==> config.mk <==
export PLATFORM = sky130hd
export DESIGN_NAME = fAddUnit
export DESIGN_NICKNAME = d
export VERILOG_FILES = /design/src/rtl/fAddPkg.sv /design/src/rtl/fAddUnit.sv /design/src/rtl/ringBuffCtrl.sv /design/src/rtl/fAddPack.sv /design/src/rtl/fAddSum.sv /design/src/rtl/fAddAlign.sv
export VERILOG_INCLUDE_DIRS = /design/src /design/src/rtl
export SDC_FILE = /design/constraint.sdc
export NUM_CORES = 1
export LEC_CHECK = 0
export BUFFER_PORTS_ARGS = -buffer_cell sky130_fd_sc_hd__buf_4
export CAP_MARGIN = 10
export CORE_ASPECT_RATIO = 2
export CORE_MARGIN = 2
export CORE_UTILIZATION = 30
export CTS_CLUSTER_DIAMETER = 120
export CTS_CLUSTER_SIZE = 8
export DETAILED_ROUTE_END_ITERATION = 6
export GPL_ROUTABILITY_DRIVEN = 0
export GPL_TIMING_DRIVEN = 1
export PLACE_DENSITY_LB_ADDON = 0.1
export RECOVER_POWER = 50
export SLEW_MARGIN = 20
export SYNTH_ARGS = -nofsm -noshare
export SYNTH_HDL_FRONTEND = slang
export SYNTH_SLANG_ARGS = --single-unit
==> constraint.sdc <==
create_clock -name clock -period 6.24 [get_ports clock]
set_clock_uncertainty 0.15 [all_clocks]
set_input_delay 0 -clock clock [delete_from_list [all_inputs] [get_ports clock]]
set_output_delay 0 -clock clock [all_outputs]
set_load 0.02 [all_outputs]
==> src/rtl/fAdd_settings.svh <==
// fAdd unit settings

`ifndef FADD_SETTINGS_SVH
`define FADD_SETTINGS_SVH

// result queue entries
`define FADD_QUEUE_DEPTH 4

// destination register index
`define FADD_INDEX_WIDTH 6

// issue number carried with each op
`define FADD_ISSUE_WIDTH 8

`endif
==> src/rtl/fAddPkg.sv <==
// fAdd shared types

`default_nettype none

`include "fAdd_settings.svh"

package fAddPkg;

	// single precision word, raw or split into fields
	typedef union packed {
		logic [31:0] bits;
		struct packed {
			logic sign;
			logic [7:0] exponent;
			logic [22:0] fraction;
		} field;
	} floatWord;

	typedef enum logic {
		opAdd = 1'b0,
		opSub = 1'b1
	} opKind;

	typedef struct packed {
		logic [`FADD_INDEX_WIDTH-1:0] index;
		logic [`FADD_ISSUE_WIDTH-1:0] issueNo;
	} opTag;

	typedef struct packed {
		opKind op;
		floatWord operandA;
		floatWord operandB;
		opTag tag;
	} fAddReq;

	// after alignment, significands carry 3 guard bits
	typedef struct packed {
		logic special;
		floatWord specialWord;
		logic sign;
		logic [7:0] largeExp;
		logic [26:0] largeSig;
		logic [26:0] smallSig;
		logic effSub;
		opTag tag;
	} alignedOps;

	typedef struct packed {
		logic special;
		floatWord specialWord;
		logic sign;
		logic signed [9:0] exponent; // may leave the 1..254 range
		logic [23:0] significand;
		logic zero;
		opTag tag;
	} sumNorm;

	typedef struct packed {
		floatWord result;
		opTag tag;
	} fAddResp;

endpackage

`default_nettype wire

==> src/rtl/fAddUnit.sv <==
// fAdd execution unit

`timescale 1ns/1ps
`default_nettype none

`include "fAdd_settings.svh"

module fAddUnit import fAddPkg::*; (
	input logic clock,
	input logic reset,
	input logic inValid,
	output logic inReady,
	input fAddReq inReq,
	output logic outValid,
	input logic outReady,
	output fAddResp outResp
);

	localparam int queueAddrWidth = $clog2(`FADD_QUEUE_DEPTH);

	logic alignValid;
	logic alignReady;
	alignedOps alignOut;
	logic sumValid;
	logic sumReady;
	sumNorm sumOut;
	logic packValid;
	fAddResp packOut;

	logic writeEn;
	logic readEn;
	logic [queueAddrWidth-1:0] writeAddr;
	logic [queueAddrWidth-1:0] readAddr;
	logic full;
	logic empty;

	fAddResp queueMem [`FADD_QUEUE_DEPTH];

	fAddAlign i_fAddAlign (
		.clock(clock),
		.reset(reset),
		.inValid(inValid),
		.inReady(inReady),
		.inReq(inReq),
		.outValid(alignValid),
		.outReady(alignReady),
		.outOps(alignOut)
	);

	fAddSum i_fAddSum (
		.clock(clock),
		.reset(reset),
		.inValid(alignValid),
		.inReady(alignReady),
		.inOps(alignOut),
		.outValid(sumValid),
		.outReady(sumReady),
		.outNorm(sumOut)
	);

	// pack holds its item while the queue is full
	fAddPack i_fAddPack (
		.clock(clock),
		.reset(reset),
		.inValid(sumValid),
		.inReady(sumReady),
		.inNorm(sumOut),
		.outValid(packValid),
		.outReady(!full),
		.outResp(packOut)
	);

	assign writeEn = packValid && !full;
	assign readEn = outValid && outReady;

	ringBuffCtrl #(
		.numEntry(`FADD_QUEUE_DEPTH)
	) i_ringBuffCtrl (
		.clock(clock),
		.reset(reset),
		.writeEn(writeEn),
		.readEn(readEn),
		.writeAddr(writeAddr),
		.readAddr(readAddr),
		.full(full),
		.empty(empty)
	);

	always_ff @(posedge clock) begin
		if (writeEn) begin
			queueMem[writeAddr] <= packOut;
		end
	end

	assign outValid = !empty; // head offered whenever present
	assign outResp = queueMem[readAddr];

endmodule

`default_nettype wire

==> src/rtl/ringBuffCtrl.sv <==
// ring buffer control

`timescale 1ns/1ps
`default_nettype none

module ringBuffCtrl #(
	parameter int numEntry = 4
) (
	input logic clock,
	input logic reset,
	input logic writeEn,
	input logic readEn,
	output logic [$clog2(numEntry)-1:0] writeAddr,
	output logic [$clog2(numEntry)-1:0] readAddr,
	output logic full,
	output logic empty
);

	localparam int countWidth = $clog2(numEntry + 1);

	logic [countWidth-1:0] count;

	assign full = count == countWidth'(numEntry);
	assign empty = count == '0;

	always_ff @(posedge clock) begin
		if (reset) begin
			writeAddr <= '0;
			readAddr <= '0;
			count <= '0;
		end else begin
			if (writeEn)
				writeAddr <= (writeAddr == numEntry - 1) ? '0 : writeAddr + 1'b1;
			if (readEn)
				readAddr <= (readAddr == numEntry - 1) ? '0 : readAddr + 1'b1;
			// simultaneous read and write leave the level alone
			if (writeEn && !readEn)
				count <= count + 1'b1;
			else if (readEn && !writeEn)
				count <= count - 1'b1;
		end
	end

endmodule

`default_nettype wire

==> src/rtl/fAddPack.sv <==
// fAdd pack stage

`timescale 1ns/1ps
`default_nettype none

module fAddPack import fAddPkg::*; (
	input logic clock,
	input logic reset,
	input logic inValid,
	output logic inReady,
	input sumNorm inNorm,
	output logic outValid,
	input logic outReady,
	output fAddResp outResp
);

	floatWord word;
	fAddResp packNext;

	assign inReady = !outValid || outReady;

	always_comb begin
		if (inNorm.special) begin
			word = inNorm.specialWord; // NaN and infinity already final
		end else if (inNorm.zero || inNorm.exponent <= 0) begin
			word.bits = {inNorm.sign, 31'd0}; // underflow flushes to signed zero
		end else if (inNorm.exponent >= 255) begin
			word.bits = {inNorm.sign, 8'hff, 23'd0};
		end else begin
			word.field.sign = inNorm.sign;
			word.field.exponent = inNorm.exponent[7:0];
			word.field.fraction = inNorm.significand[22:0]; // truncate, toward zero
		end
		packNext.result = word;
		packNext.tag = inNorm.tag;
	end

	always_ff @(posedge clock) begin
		if (reset) begin
			outValid <= 1'b0;
		end else if (inReady) begin
			outValid <= inValid;
		end
	end

	always_ff @(posedge clock) begin
		if (inValid && inReady) begin
			outResp <= packNext;
		end
	end

endmodule

`default_nettype wire

==> src/rtl/fAddSum.sv <==
// fAdd sum and normalize stage

`timescale 1ns/1ps
`default_nettype none

module fAddSum import fAddPkg::*; (
	input logic clock,
	input logic reset,
	input logic inValid,
	output logic inReady,
	input alignedOps inOps,
	output logic outValid,
	input logic outReady,
	output sumNorm outNorm
);

	logic [27:0] total;
	logic [26:0] body;
	logic [4:0] lead;
	logic [26:0] shiftedBody;
	logic signed [9:0] expBase;
	logic isZero;
	sumNorm sumNext;

	assign inReady = !outValid || outReady;

	always_comb begin
		// large is never below small, so the difference stays positive
		if (inOps.effSub)
			total = {1'b0, inOps.largeSig} - {1'b0, inOps.smallSig};
		else
			total = {1'b0, inOps.largeSig} + {1'b0, inOps.smallSig};
		body = total[26:0];
		isZero = total == '0;

		// priority count, highest set bit wins
		lead = 5'd27;
		for (int i = 0; i < 27; i++) begin
			if (body[i])
				lead = 5'(26 - i);
		end
		shiftedBody = body << lead;
		expBase = $signed({2'b00, inOps.largeExp});

		sumNext.special = inOps.special;
		sumNext.specialWord = inOps.specialWord;
		sumNext.sign = (isZero && inOps.effSub) ? 1'b0 : inOps.sign; // x - x is +0
		if (total[27]) begin // carry out, one place right
			sumNext.exponent = expBase + 10'sd1;
			sumNext.significand = total[27:4];
		end else begin
			sumNext.exponent = expBase - $signed({5'd0, lead});
			sumNext.significand = shiftedBody[26:3];
		end
		sumNext.zero = isZero;
		sumNext.tag = inOps.tag;
	end

	always_ff @(posedge clock) begin
		if (reset) begin
			outValid <= 1'b0;
		end else if (inReady) begin
			outValid <= inValid;
		end
	end

	always_ff @(posedge clock) begin
		if (inValid && inReady) begin
			outNorm <= sumNext;
		end
	end

endmodule

`default_nettype wire

==> src/rtl/fAddAlign.sv <==
// fAdd align stage

`timescale 1ns/1ps
`default_nettype none

module fAddAlign import fAddPkg::*; (
	input logic clock,
	input logic reset,
	input logic inValid,
	output logic inReady,
	input fAddReq inReq,
	output logic outValid,
	input logic outReady,
	output alignedOps outOps
);

	floatWord opA;
	floatWord opB;
	logic signA;
	logic signB;
	logic zeroA;
	logic zeroB;
	logic infA;
	logic infB;
	logic nanA;
	logic nanB;
	logic [30:0] magA;
	logic [30:0] magB;
	logic swap;
	logic [7:0] expLarge;
	logic [7:0] expSmall;
	logic [7:0] expDiff;
	logic [26:0] sigA;
	logic [26:0] sigB;
	logic [26:0] sigSmall;
	logic [26:0] stickyMask;
	logic [26:0] smallShifted;
	alignedOps alignNext;

	assign inReady = !outValid || outReady;

	always_comb begin
		opA = inReq.operandA;
		opB = inReq.operandB;
		signA = opA.field.sign;
		signB = opB.field.sign ^ (inReq.op == opSub); // subtract flips B
		zeroA = opA.field.exponent == 8'd0; // subnormal counts as zero
		zeroB = opB.field.exponent == 8'd0;
		infA = (opA.field.exponent == 8'hff) && (opA.field.fraction == '0);
		infB = (opB.field.exponent == 8'hff) && (opB.field.fraction == '0);
		nanA = (opA.field.exponent == 8'hff) && (opA.field.fraction != '0);
		nanB = (opB.field.exponent == 8'hff) && (opB.field.fraction != '0);
		magA = zeroA ? '0 : opA.bits[30:0];
		magB = zeroB ? '0 : opB.bits[30:0];
		sigA = zeroA ? '0 : {1'b1, opA.field.fraction, 3'b000};
		sigB = zeroB ? '0 : {1'b1, opB.field.fraction, 3'b000};

		// order by magnitude, A wins ties
		swap = magB > magA;
		expLarge = swap ? opB.field.exponent : opA.field.exponent;
		expSmall = swap ? opA.field.exponent : opB.field.exponent;
		expDiff = expLarge - expSmall;
		sigSmall = swap ? sigA : sigB;

		// bits shifted out collapse into bit 0
		stickyMask = (27'd1 << expDiff) - 27'd1;
		smallShifted = sigSmall >> expDiff;
		smallShifted[0] = smallShifted[0] | (|(sigSmall & stickyMask));

		alignNext.special = nanA || nanB || infA || infB;
		if (nanA || nanB || (infA && infB && (signA != signB)))
			alignNext.specialWord.bits = 32'h7fc0_0000; // canonical quiet NaN
		else if (infA)
			alignNext.specialWord.bits = {signA, 8'hff, 23'd0};
		else
			alignNext.specialWord.bits = {signB, 8'hff, 23'd0};
		alignNext.sign = swap ? signB : signA;
		alignNext.largeExp = expLarge;
		alignNext.largeSig = swap ? sigB : sigA;
		alignNext.smallSig = smallShifted;
		alignNext.effSub = signA ^ signB;
		alignNext.tag = inReq.tag;
	end

	always_ff @(posedge clock) begin
		if (reset) begin
			outValid <= 1'b0;
		end else if (inReady) begin
			outValid <= inValid;
		end
	end

	always_ff @(posedge clock) begin
		if (inValid && inReady) begin
			outOps <= alignNext;
		end
	end

endmodule

`default_nettype wire

==> flow_summary.toml <==
[logic_synthesis]
ys_seq_area_share_pct = 50.84
synth_area_leader_cell = "edfxtp_1"
async_flop_share_pct = 0
synth_most_common_cell = "edfxtp_1"
synth_flop_cell = "edfxtp_1"
synth_edf_count = 360
synth_fp_nets = 2097
syn_area_per_cell_um2 = 11.15
synth_common_cells = "360 x edfxtp_1, 191 x nand2_1, 168 x nor2_1, 129 x o21ai_0, 116 x a21oi_1"
yosys_warnings = 0
syn_area_um2 = 21730
synth_area_leaders = "edfxtp_1 50%, mux4_2 5.2%, ha_1 3.6%"
synth.top_cell.area_share_pct = 49.74
ys_types = 103
syn_inst = 1949
synth-seq-cells = 372

[routing]
dr.pass1.iters = 7
wl_per_cell_um = 22.54
via_per_inst = 5.313
vias = 18092
drc = 11
wl_um = 76730
first_iter_violations = 886
postRouteAntennaNets = 0

[floorplan]
core_area_um2 = 71830
die_area_um2 = 74750
num_io_pins = 131
fp.dieH_um = 384.7
fp.dieW_um = 194.3
initial_core_util_pct = 30.26
rows = 139

[final_layout]
final_nets = 2611
postLayoutCoreUtil_pct = 40.76
drive_gt1_share_pct = 29.41
register_area_um2 = 11060
nFillCells = 7012
final-instance-count-excl-fill = 3405
postLayoutCellArea_um2 = 29280
diodes = 0
syn_to_final_growth_pct = 34.71
multi_input_area_um2 = 10730

[clock_tree]
clkSinkCount = 372
clk_latency_ps = 610
cts-buffers-inserted = 52
cts.htree.levels = 2
clk_pin_slew_ps = 50
root_buffer = "clkbuf_16"
cts_tree = "yes"
clockBufferDepth = 3

[timing]
setup_violations = 0
tightest_slew_ps = 3718
slew_headroom_pct = -147.9
final-hold-violation-count = 2
layout_setup_ws_ps = 188.0
rsz0062_at_grt = "yes"
max_freq_mhz = 165.2
slew_viol_final = 204
timing.setup.tns_ps = 0
fin_crit_sh_pct = 96.99
min_period_ps = 6052
holdWs_ps = -10.20

[global_route]
track_usage_pct = 20.28
grt_max_degree = 54
antenna_found_initial = 0
grt-ovfl-total = 0
grt_pass1_wl_um = 114400
grt_pass1_vias = 19090

[place]
port_buffers = 130
dpl.hpwl_um = 59160
place_area_um2 = 25860
place_worst_setup_slack_ps = -434.2
dp_cells = 3187

[worst_setup_path]
crit_fanout = 3
startpoint_type = "flop"
ff2ff_path_depth = 29
cpMaxStageDelayCell = "edfxtp_1"
cpPeakStageDelay_ps = 390
arrival_ps = 6370
r2r_slack_ps = 190
rr_startpoint = "i_fAddAlign.outOps[20]"
endpoint_kind = "flop"
rr_endpoint = "i_fAddSum.outNorm[47]"
critPathKind = "flop to flop"
critical_path_required_ps = 6560

[pwr]
p_per_area_nw_per_um2 = 367.2
power_mw = 10.75
p_leak_nw = 10.93
peakVddDrop_v = 0.0002003

[hold_path]
holdPathEnd = "i_fAddAlign.outOps[57]"
hp-class = "primary input to flop"
min-delay-start = "inReq[26]"
hold_depth = 5

[status]
violations = "DRC, hold timing, capacitance limit, slew limit"
status = "complete, but fails checks"

[run]
cap_violations = 5
layout by cell type, fill, tap and decap left out, types with 51 or more instances in the layout:
master / instances
o21ai_0: 117
buf_4: 420
dlygate4sd3_1: 99
a21oi_1: 99
mux2i_1: 59
xnor2_1: 51
clkbuf_16: 54
nor2_1: 161
inv_1: 52
ha_1: 59
nand2_1: 186
edfxtp_1: 360
kinds of logic after synthesis:
group	count (synthesis)	share of synthesized area, %
buf+inv	165	3.057
flops	372	50.84
fa+ha+maj	69	3.995
compound gates	513	15.72
xor+xnor	80	3.414
mux	136	9.303
simple gates	614	13.67
timing repair:
action | 4_1_cts | 5_1_grt
pin swaps | 16 | 43
cloned | 0 | 2
endpoints found under the setup margin | 23 | 46
endpoints found under the hold margin | 85 | 0
hold buffers | 99 | 0
gates resized for setup | 37 | 112
buffers inserted | 14 | 23
layout make-up:
cell class | instances | area share (%)
timing repair buffer | 567 | 15.81
multi-input combinational | 1412 | 36.65
sequential | 372 | 37.76
clock buffer | 76 | 4.752
inverter | 58 | 0.7436
tap | 916 | 3.915
clock inverter | 4 | 0.3761
worst max-delay path by stage:
stage                           startpoint                     to  slack (ps)  cells past startpoint
CTS                 i_fAddAlign.outOps[20]  i_fAddSum.outNorm[36]          -8                     28
finish              i_fAddAlign.outOps[20]  i_fAddSum.outNorm[47]         190                     29
floorplan           i_fAddAlign.outOps[19]  i_fAddSum.outNorm[47]          10                     28
global placement    i_fAddAlign.outOps[19]  i_fAddSum.outNorm[47]        -380                     28
detailed placement  i_fAddAlign.outOps[19]  i_fAddSum.outNorm[47]        -430                     29
global route        i_fAddAlign.outOps[20]  i_fAddSum.outNorm[47]        -140                     32
routing by layer:
layer	vias up	routed length [µm]	GRT usage, %
li1	8505	-	-
met1	8700	24140	17.90
met2	601	43270	41.02
met3	286	2209	1.999
met4	0	7109	16.14
met5	-	0	0
state kept, by name (all words and copies together) (netlist names), named ones only:
signal and cells:
i_ringBuffCtrl.count 3, i_fAddAlign.outOps 78, i_fAddAlign.outValid 1, i_ringBuffCtrl.writeAddr 2, i_ringBuffCtrl.readAddr 2, queueMem 184
i_fAddPack.outResp 46, i_fAddPack.outValid 1, i_fAddSum.outValid 1, i_fAddSum.outNorm 52
critical path, delay by kind of cell (launching register included):
kind            cells  cell delay (ps)
buf+inv             4              370
compound gates      9             1830
fa+ha+maj           3              830
simple gates       12             2190
xor+xnor            1              130
flops               1              390
power breakdown:
| part | leakage (nW) | internal, mW | switching, mW | total [mW] |
|---|---|---|---|---|
| clock | 0.716 | 1.57 | 1.07 | 2.64 |
| sequential | 3.46 | 2.93 | 0.0912 | 3.03 |
| combinational | 6.75 | 2.32 | 2.77 | 5.09 |
Note: power is estimated with default switching activity, not from simulation.
